===== src/rtl/adc_capture_macros.svh =====
`ifndef ADC_CAPTURE_MACROS_SVH
`define ADC_CAPTURE_MACROS_SVH

// FIFO geometry, depth must stay a power of two
`define SAMPLE_FIFO_DEPTH 64
`define FIFO_PTR_BITS 6

// Samples per capture after reset
`define CAPTURE_LEN_RESET 16'd24

// Register map of the capture block
`define REG_FIFO_STAT          8'h10   // Error bits and empty flag
`define REG_FIFO_STATE         8'h11
`define REG_FIFO_FIRST_ERROR   8'h12   // FIFO state at first error
`define REG_CAPTURE_LEN        8'h13   // Two bytes, LSB first
`define REG_ADC_LOW_RES        8'h14
`define REG_UNDERFLOW_COUNT    8'h15
`define REG_NO_UNDERFLOW_ERROR 8'h16
`define REG_CAPTURE_CTRL       8'h17   // Bit 0 arms a capture
`define REG_FAST_FIFO_READ     8'h18
`define REG_ADC_READ           8'h19   // Streaming FIFO drain
`define REG_FIFO_COUNT         8'h1a

`endif


===== src/rtl/adc_capture_pkg.sv =====
package adc_capture_pkg;

  typedef logic [9:0] adc_sample_t;     // Raw ADC word
  typedef logic [7:0] reg_addr_t;
  typedef logic [6:0] reg_bytecnt_t;
  typedef logic [6:0] fifo_count_t;     // Holds 0 up to the full depth
  typedef logic [15:0] capture_len_t;

  typedef enum logic [1:0] {
    CAP_IDLE,
    CAP_RUN,
    CAP_DONE
  } capture_state_t;

  typedef enum logic [1:0] {
    FIFO_EMPTY,
    FIFO_PARTIAL,
    FIFO_FULL
  } fifo_state_t;

  // Sticky FIFO error flags
  typedef struct packed {
    logic overflow;
    logic underflow;
  } fifo_error_t;

  // One byte on its way into the FIFO
  typedef struct packed {
    logic       valid;
    logic [7:0] data;
  } pack_push_t;

  typedef struct packed {
    logic enable;         // High only while capturing
    logic low_res;        // One byte per sample
    logic low_res_lsb;    // Keep the bottom 8 bits instead of the top 8
  } capture_cfg_t;

endpackage


===== src/rtl/adcfifo_regs.sv =====
`timescale 1ns/100ps
`include "adc_capture_macros.svh"

module adcfifo_regs import adc_capture_pkg::*; (
  input  logic           clk_usb,
  input  logic           reset,
  input  reg_addr_t      reg_address,
  input  reg_bytecnt_t   reg_bytecnt,
  input  logic [7:0]     reg_datai,
  input  logic           reg_read,
  input  logic           reg_write,
  output logic [7:0]     reg_datao,
  input  logic [7:0]     head_byte,
  input  fifo_count_t    fifo_count,
  input  fifo_state_t    fifo_state,
  input  fifo_error_t    errors,
  input  logic           sample_taken,
  input  logic           drop,
  output capture_cfg_t   cfg,
  output logic           fifo_rd_en,
  output logic           clear_fifo_errors,
  output logic           capture_done
);

  capture_state_t cap_state;
  capture_len_t   capture_len;
  capture_len_t   sample_cnt;
  logic           low_res;
  logic           low_res_lsb;
  logic           no_underflow_errors;
  logic           fast_read;
  logic           reg_read_r;
  logic           rd_rise;
  logic           fifo_rd_en_reg;
  logic [7:0]     underflow_count;
  fifo_state_t    first_error_state;
  logic           first_error_seen;
  logic [7:0]     fifo_stat;

  assign cfg = '{enable: (cap_state == CAP_RUN), low_res: low_res, low_res_lsb: low_res_lsb};
  assign capture_done = (cap_state == CAP_DONE);

  // Underflow flag can be masked while the counter keeps running
  assign fifo_stat = {5'b0, fifo_state == FIFO_EMPTY,
                      errors.underflow & ~no_underflow_errors, errors.overflow};

  // First cycle of a read of the streaming address
  assign rd_rise = reg_read & ~reg_read_r & (reg_address == `REG_ADC_READ);

  // Fast mode pops on the rising edge of the read itself
  assign fifo_rd_en = fast_read ? rd_rise : fifo_rd_en_reg;

  always_comb begin
    reg_datao = 8'h00;
    if (reg_read) begin
      case (reg_address)
        `REG_FIFO_STAT:          reg_datao = fifo_stat;
        `REG_FIFO_STATE:         reg_datao = {6'b0, fifo_state};
        `REG_FIFO_FIRST_ERROR:   reg_datao = {6'b0, first_error_state};
        `REG_CAPTURE_LEN: begin
          if (reg_bytecnt == 7'd0)
            reg_datao = capture_len[7:0];
          else if (reg_bytecnt == 7'd1)
            reg_datao = capture_len[15:8];
        end
        `REG_ADC_LOW_RES:        reg_datao = {6'b0, low_res_lsb, low_res};
        `REG_UNDERFLOW_COUNT:    reg_datao = underflow_count;
        `REG_NO_UNDERFLOW_ERROR: reg_datao = {7'b0, no_underflow_errors};
        `REG_CAPTURE_CTRL:       reg_datao = {6'b0, cap_state};
        `REG_FAST_FIFO_READ:     reg_datao = {7'b0, fast_read};
        `REG_ADC_READ:           reg_datao = head_byte;
        `REG_FIFO_COUNT:         reg_datao = {1'b0, fifo_count};
        default:                 reg_datao = 8'h00;
      endcase
    end
  end

  always_ff @(posedge clk_usb) begin
    if (reset) begin
      capture_len <= `CAPTURE_LEN_RESET;
      low_res <= 1'b0;
      low_res_lsb <= 1'b0;
      no_underflow_errors <= 1'b0;
      clear_fifo_errors <= 1'b0;
    end else begin
      clear_fifo_errors <= 1'b0;   // Single cycle pulse
      if (reg_write) begin
        case (reg_address)
          `REG_FIFO_STAT:          clear_fifo_errors <= reg_datai[0];
          `REG_CAPTURE_LEN: begin
            if (reg_bytecnt == 7'd0)
              capture_len[7:0] <= reg_datai;
            else if (reg_bytecnt == 7'd1)
              capture_len[15:8] <= reg_datai;
          end
          `REG_ADC_LOW_RES:        {low_res_lsb, low_res} <= reg_datai[1:0];
          `REG_NO_UNDERFLOW_ERROR: no_underflow_errors <= reg_datai[0];
          default: ;
        endcase
      end
    end
  end

  // Fast mode only survives until the next write elsewhere
  always_ff @(posedge clk_usb) begin
    if (reset)
      fast_read <= 1'b0;
    else if (reg_write)
      fast_read <= (reg_address == `REG_FAST_FIFO_READ) & reg_datai[0];
  end

  always_ff @(posedge clk_usb) begin
    if (reset) begin
      cap_state <= CAP_IDLE;
      sample_cnt <= '0;
    end else if (reg_write && reg_address == `REG_CAPTURE_CTRL && reg_datai[0] &&
                 cap_state != CAP_RUN) begin
      cap_state <= CAP_RUN;   // Arm
      sample_cnt <= '0;
    end else if (cap_state == CAP_RUN && sample_taken) begin
      sample_cnt <= sample_cnt + 16'd1;
      if (sample_cnt + 16'd1 == capture_len)
        cap_state <= CAP_DONE;
    end
  end

  always_ff @(posedge clk_usb) begin
    if (reset) begin
      reg_read_r <= 1'b0;
      fifo_rd_en_reg <= 1'b0;
      underflow_count <= 8'h00;
    end else begin
      reg_read_r <= reg_read;
      fifo_rd_en_reg <= rd_rise;   // Normal mode pops after the read
      if (rd_rise && fifo_state == FIFO_EMPTY && underflow_count != 8'hff)
        underflow_count <= underflow_count + 8'd1;
    end
  end

  // Snapshot of the FIFO state when an error first shows up
  always_ff @(posedge clk_usb) begin
    if (reset || clear_fifo_errors) begin
      first_error_seen <= 1'b0;
      first_error_state <= FIFO_EMPTY;
    end else if (!first_error_seen && (errors.overflow || errors.underflow)) begin
      first_error_seen <= 1'b1;
      first_error_state <= fifo_state;
    end
  end

  // Every dropped sample must leave the overflow flag set
  a_drop_flags_overflow: assert property (@(posedge clk_usb) disable iff (reset)
    drop |=> errors.overflow);

  a_rd_en_single: assert property (@(posedge clk_usb) disable iff (reset)
    fifo_rd_en |=> !fifo_rd_en);

endmodule


===== src/rtl/sample_packer.sv =====
`timescale 1ns/100ps
`include "adc_capture_macros.svh"

module sample_packer import adc_capture_pkg::*; (
  input  logic          clk_usb,
  input  logic          reset,
  input  capture_cfg_t  cfg,
  input  adc_sample_t   adc_data,
  input  logic          adc_valid,
  input  logic          credit_return,
  output pack_push_t    push,
  output logic          sample_taken,
  output logic          drop
);

  fifo_count_t credits;
  fifo_count_t need;
  fifo_count_t spend;
  logic        accept;
  logic        pending_valid;
  logic [7:0]  pending_byte;
  logic [7:0]  first_byte;

  assign sample_taken = adc_valid & cfg.enable;
  assign need = cfg.low_res ? 7'd1 : 7'd2;

  // Credits for the whole sample are reserved up front
  assign accept = sample_taken & ~pending_valid & (credits >= need);
  assign drop = sample_taken & ~accept;
  assign spend = accept ? need : 7'd0;

  always_comb begin
    if (!cfg.low_res)
      first_byte = {6'b0, adc_data[9:8]};   // High byte first
    else if (cfg.low_res_lsb)
      first_byte = adc_data[7:0];
    else
      first_byte = adc_data[9:2];
  end

  always_ff @(posedge clk_usb) begin
    if (reset) begin
      credits <= fifo_count_t'(`SAMPLE_FIFO_DEPTH);
      pending_valid <= 1'b0;
      push.valid <= 1'b0;
    end else begin
      credits <= credits - spend + {6'b0, credit_return};
      pending_valid <= accept & ~cfg.low_res;
      push.valid <= accept | pending_valid;
    end
  end

  always_ff @(posedge clk_usb) begin
    if (accept) begin
      push.data <= first_byte;
      pending_byte <= adc_data[7:0];   // Low byte goes out next cycle
    end else if (pending_valid) begin
      push.data <= pending_byte;
    end
  end

  // The FIFO only hands back credits that were spent
  a_no_excess_return: assert property (@(posedge clk_usb) disable iff (reset)
    credit_return |-> credits < fifo_count_t'(`SAMPLE_FIFO_DEPTH));

  // A wrap below zero would land above the depth too
  a_credit_range: assert property (@(posedge clk_usb) disable iff (reset)
    credits <= fifo_count_t'(`SAMPLE_FIFO_DEPTH));

endmodule


===== src/rtl/sample_fifo.sv =====
`timescale 1ns/100ps
`include "adc_capture_macros.svh"

module sample_fifo import adc_capture_pkg::*; (
  input  logic         clk_usb,
  input  logic         reset,
  input  pack_push_t   push,
  input  logic         fifo_rd_en,
  input  logic         drop,
  input  logic         clear_fifo_errors,
  output logic [7:0]   head_byte,
  output fifo_count_t  fifo_count,
  output fifo_state_t  fifo_state,
  output fifo_error_t  errors,
  output logic         credit_return
);

  logic [7:0]                mem [`SAMPLE_FIFO_DEPTH];
  logic [`FIFO_PTR_BITS-1:0] wr_ptr;
  logic [`FIFO_PTR_BITS-1:0] rd_ptr;
  logic                      empty;
  logic                      full;
  logic                      pop;

  assign empty = (fifo_count == 7'd0);
  assign full = (fifo_count == fifo_count_t'(`SAMPLE_FIFO_DEPTH));
  assign pop = fifo_rd_en & ~empty;

  // Show-ahead, head byte is valid whenever the FIFO holds data
  assign head_byte = empty ? 8'h00 : mem[rd_ptr];

  always_comb begin
    if (empty)
      fifo_state = FIFO_EMPTY;
    else if (full)
      fifo_state = FIFO_FULL;
    else
      fifo_state = FIFO_PARTIAL;
  end

  always_ff @(posedge clk_usb) begin
    if (push.valid)
      mem[wr_ptr] <= push.data;
  end

  always_ff @(posedge clk_usb) begin
    if (reset) begin
      wr_ptr <= '0;
      rd_ptr <= '0;
      fifo_count <= '0;
      credit_return <= 1'b0;
    end else begin
      if (push.valid)
        wr_ptr <= wr_ptr + 1'b1;   // Wraps at the depth
      if (pop)
        rd_ptr <= rd_ptr + 1'b1;
      case ({push.valid, pop})
        2'b10:   fifo_count <= fifo_count + 7'd1;
        2'b01:   fifo_count <= fifo_count - 7'd1;
        default: fifo_count <= fifo_count;
      endcase
      credit_return <= pop;   // One credit per byte popped
    end
  end

  // Sticky errors, a set in the clearing cycle still wins
  always_ff @(posedge clk_usb) begin
    if (reset) begin
      errors <= '0;
    end else begin
      if (clear_fifo_errors)
        errors <= '0;
      if (drop)
        errors.overflow <= 1'b1;
      if (fifo_rd_en && empty)
        errors.underflow <= 1'b1;
    end
  end

  // Credit accounting in the packer must keep writes off a full FIFO
  a_no_write_when_full: assert property (@(posedge clk_usb) disable iff (reset)
    push.valid |-> !full);

endmodule


===== src/rtl/adc_capture_top.sv =====
`timescale 1ns/100ps

module adc_capture_top import adc_capture_pkg::*; (
  input  logic          clk_usb,
  input  logic          reset,
  input  reg_addr_t     reg_address,
  input  reg_bytecnt_t  reg_bytecnt,
  input  logic [7:0]    reg_datai,
  input  logic          reg_write,
  input  logic          reg_read,
  output logic [7:0]    reg_datao,
  input  adc_sample_t   adc_data,
  input  logic          adc_valid,
  output logic          capture_done
);

  capture_cfg_t cfg;
  pack_push_t   push;
  fifo_error_t  errors;
  fifo_state_t  fifo_state;
  fifo_count_t  fifo_count;
  logic [7:0]   head_byte;
  logic         credit_return;
  logic         sample_taken;
  logic         drop;
  logic         fifo_rd_en;
  logic         clear_fifo_errors;

  // Register file and capture FSM
  adcfifo_regs u_regs (
    .clk_usb, .reset,
    .reg_address, .reg_bytecnt, .reg_datai, .reg_read, .reg_write, .reg_datao,
    .head_byte, .fifo_count, .fifo_state, .errors, .sample_taken, .drop,
    .cfg, .fifo_rd_en, .clear_fifo_errors, .capture_done
  );

  sample_packer u_packer (
    .clk_usb, .reset,
    .cfg, .adc_data, .adc_valid, .credit_return,
    .push, .sample_taken, .drop
  );

  sample_fifo u_fifo (
    .clk_usb, .reset,
    .push, .fifo_rd_en, .drop, .clear_fifo_errors,
    .head_byte, .fifo_count, .fifo_state, .errors, .credit_return
  );

endmodule


===== config.mk =====
export PLATFORM = sky130hd
export DESIGN_NAME = adc_capture_top
export DESIGN_NICKNAME = d
export VERILOG_FILES = /design/src/rtl/adc_capture_pkg.sv /design/src/rtl/adcfifo_regs.sv /design/src/rtl/sample_packer.sv /design/src/rtl/sample_fifo.sv /design/src/rtl/adc_capture_top.sv
export VERILOG_INCLUDE_DIRS = /design/src /design/src/rtl
export SDC_FILE = /design/constraint.sdc
export NUM_CORES = 1
export LEC_CHECK = 0
export BUFFER_PORTS_ARGS = -buffer_cell sky130_fd_sc_hd__buf_4
export CORE_MARGIN = 2
export CORE_UTILIZATION = 35
export CTS_BUF_LIST = sky130_fd_sc_hd__clkbuf_16
export CTS_CLUSTER_DIAMETER = 200
export DETAILED_ROUTE_END_ITERATION = 6
export PLACE_DENSITY = 0.58
export SLEW_MARGIN = 5
export SYNTH_ARGS = -nofsm -noshare
export SYNTH_HDL_FRONTEND = slang
export SYNTH_SLANG_ARGS = --single-unit

===== constraint.sdc =====
create_clock -name clk_usb -period 7.55 [get_ports clk_usb]
set_input_delay 1.51 -clock clk_usb [delete_from_list [all_inputs] [get_ports clk_usb]]
set_output_delay 1.51 -clock clk_usb [all_outputs]
set_load 0.005 [all_outputs]

==> summary.txt <==
Run status
  • Status: complete, no violations

STA
  • Setup TNS: 0 ns
  • Tmin final: 5.93 ns
  • Max Freq: 169 MHz
  • Final Cycle Share: 0.786
  • RSZ-0062 raised after global routing: no
  • Slew HR: 0.263
  • Final count of hold timing violations: 0
  • Final setup viols: 0
  • Hold slack: 0.469 ns
  • Fin. max-slew vios: 0
  • Slew @ Worst Pin: 1.10 ns
  • Clock Skew: 0.0298 ns

Logic synthesis
  • Register area share after synthesis: 0.688
  • Ys flop type: edfxtp_1
  • Top cells by count, synth: edfxtp_1 (528), nor2_1 (154), mux4_2 (116), dfxtp_1 (89), nand2_1 (81)
  • Post-synth top area share: 0.618
  • Mapped Avg Cell Area: 16.0 µm²
  • Largest cells by area after synthesis: edfxtp_1 (62%), mux4_2 (10%), dfxtp_1 (6.9%)
  • Post-Syn Area: 25,600 µm²
  • Syn nets: 1,672
  • Post-Synthesis Cells: 1,605
  • Synth unique cells: 75
  • Asr flop ratio synth: 0
  • Top-count cell post-synth: edfxtp_1
  • Yosys top cell by area: edfxtp_1
  • Seq cells post-synth: 617
  • Ys Warns: 0
  • Post-synth EDFFs: 528

Finish
  • Fill count: 6,546
  • Biggest regs: u_fifo.mem x512, u_regs.capture_len x16, u_regs.sample_cnt x16
  • Post-Layout Cell Count: 2,673
  • N_diodes: 0
  • Layout cells sized above 1: 0.182
  • Multi-input gate area: 7540 µm²
  • Cell area after layout: 29,200 µm²
  • Synth-to-Final Area Change: 13.9%
  • Seq. cell area: 17,600 µm²
  • Largest register FFs: 512
  • Top reg by flops: u_fifo.mem
  • Final net count: 1,728

Place
  • GPL Wtd Cong: 0.871
  • Area after DPL: 27,100 µm²
  • Hpwl dp: 38.8 mm
  • Port Buf Inserts: 46
  • Placed cells: 2,550

CTS
  • Clk Latency, worst-skew pair: 0.62 ns
  • Clock sink count: 617
  • Clock Tree Buf Depth: 3
  • CTS tree: built
  • Post-CTS Resized: 0
  • H-Tree Depth: 3
  • CTS clk-pin slew, worst paths: 0.05 ns
  • Post-CTS Hold Fix Bufs: 0
  • Clock root cell: clkbuf_16
  • CTS buffer count: 68
  • Total setup buffers inserted after CTS: 0

Power
  • Maximum vdd drop: 161 µV
  • Logic gate share of total power: 0.009
  • Sw Pwr: 1400 µW
  • Clk pwr share: 0.458
  • Pwr Density: 234 nW/µm²
  • Total power: 6840 µW
  • P_int: 5440 µW
  • Lkg Pwr: 0.00920 µW
  • Seq pwr share: 0.533
  • Sw Share: 0.205

Setup path
  • Slowest cell on the critical path: or4b_1
  • Critical Path Fanout Max: 9
  • Worst EP required: 6.04 ns
  • Most used cell, CP: buf_4
  • Crit-path cells: buf_4, or4b_1, nor2_1, a32oi_1, o311ai_0, a31oi_1, o221ai_1, buf_4
  • CP bufs+invs: 2
  • Worst R2R Start: u_fifo.fifo_count[0]
  • Crit path launch type: input pin
  • CP arrival: 4.42 ns
  • Critical path launch point: reg_address[7]
  • Top delay family on crit path: compound AO/OA/AOI/OAI gates
  • Peak per-stage delay on the critical path: 0.74 ns
  • CP Capture Type: output pin
  • Crit Path Class: in -> out

Detailed routing
  • DRT Wirelength: 61.6 mm
  • DRT antenna net count: 0
  • Detailed Route Iter0 Violations: 1,476
  • DRT Pass-1 Iters: 5
  • Drt wl/cell: 23.1 µm
  • Vias per cell: 5.40
  • Via count: 14,439
  • Drt drc: 0

Hold path
  • Worst Hold Class: reg -> reg
  • Hold Crit Start: u_regs.no_underflow_errors

Job
  • Max-cap viol count: 0

GRT
  • Gr usage total: 0.165
  • Total grt overflow: 0
  • Vias in the first global route: 14,260
  • Largest net degree at the start of global routing: 72
  • Initial antenna violation count: 3
  • First-pass GRT wire length: 93.2 mm

Die
  • Chip Height: 275 µm
  • Initial Utilization: 0.353
  • Chip Width: 275 µm
  • Die area: 75,500 µm²
  • Site row count: 99
  • IO Count: 47
  • Core area: 72,700 µm²
[power by group through the flow]
stage	Clock [µW]	Combinational, µW	Sequential, µW
2_1_floorplan	0	29.8	3720
3_3_place_gp	0	56.9	3720
3_5_place_dp	0	58.0	3720
4_1_cts	3200	58.7	3650
5_1_grt	3340	64.6	3650
6_report	3140	58.6	3650
[worst register-to-register path: cells and delay by family, from the launching register on]
family          cells  cell delay, ns
compound gates      2            0.37
simple gates        7            2.15
fa+ha+maj           2            0.70
flops               1            0.37
mux                 1            0.33
[per-stage QoR]
| step | utilization | setup slack, ns |
|---|---|---|
| 2_1_floorplan | - | 2.63 |
| 3_3_place_gp | 0.373 | 1.84 |
| 3_5_place_dp | 0.373 | 1.75 |
| 4_1_cts | 0.402 | 1.76 |
| 5_1_grt | 0.402 | 1.58 |
| 6_report | 0.402 | 1.62 |
[cell families after synthesis]
kind of cell    count (synthesis)  synth area share
compound gates                167            0.0455
xor+xnor                       52            0.0178
fa+ha+maj                      29            0.0147
buf+inv                       117            0.0188
flops                         617             0.688
mux                           197             0.134
simple gates                  426            0.0815
[final timing paths]
check                                     to  slack, ns  cells after the start
setup / recovery                reg_datao[0]       1.62                      8
hold / removal    u_regs.no_underflow_errors       0.47                      2
setup reg to reg        u_fifo.fifo_count[6]       3.51                     12
hold reg to reg   u_regs.no_underflow_errors       0.47                      2
[metal layers]
layer / wire length (µm) / track usage
met1: 28000 / 0.240
met2: 28100 / 0.254
met3: 4200 / 0.0335
met4: 1350 / 0.0432
met5: 7 / 0
[cell type report]
class / count / share of cell area
clock buffers: 70 / 0.0600
clock inverters: 53 / 0.0127
inverters: 29 / 0.00373
multi-input cells: 871 / 0.258
flip-flops and latches: 617 / 0.604
well taps: 959 / 0.0411
repair buffers: 74 / 0.0203
[placed cells by master (no fill, tap or decap), drive strengths merged, types with 4 or more instances in the layout]
cell	count
mux4	116
nand4	29
clkinv	23
nor2	154
or3	7
o22ai	4
o21a	4
nor3	26
nand2	81
a22o	6
buf	74
nor2b	23
clkbuf	70
o21ai	17
a21oi	38
mux2	12
xor2	27
mux2i	69
and3	11
a22oi	32
a222oi	5
dfxtp	89
edfxtp	528
ha	27
nand3	44
o211ai	5
nor4	11
and2	4
o21bai	5
nor3b	5
clkinvlp	4
nand3b	4
inv	53
xnor2	25
o31ai	9
nand2b	6
a21o	4
a31oi	6
Note: power is estimated with default switching activity, not from simulation.
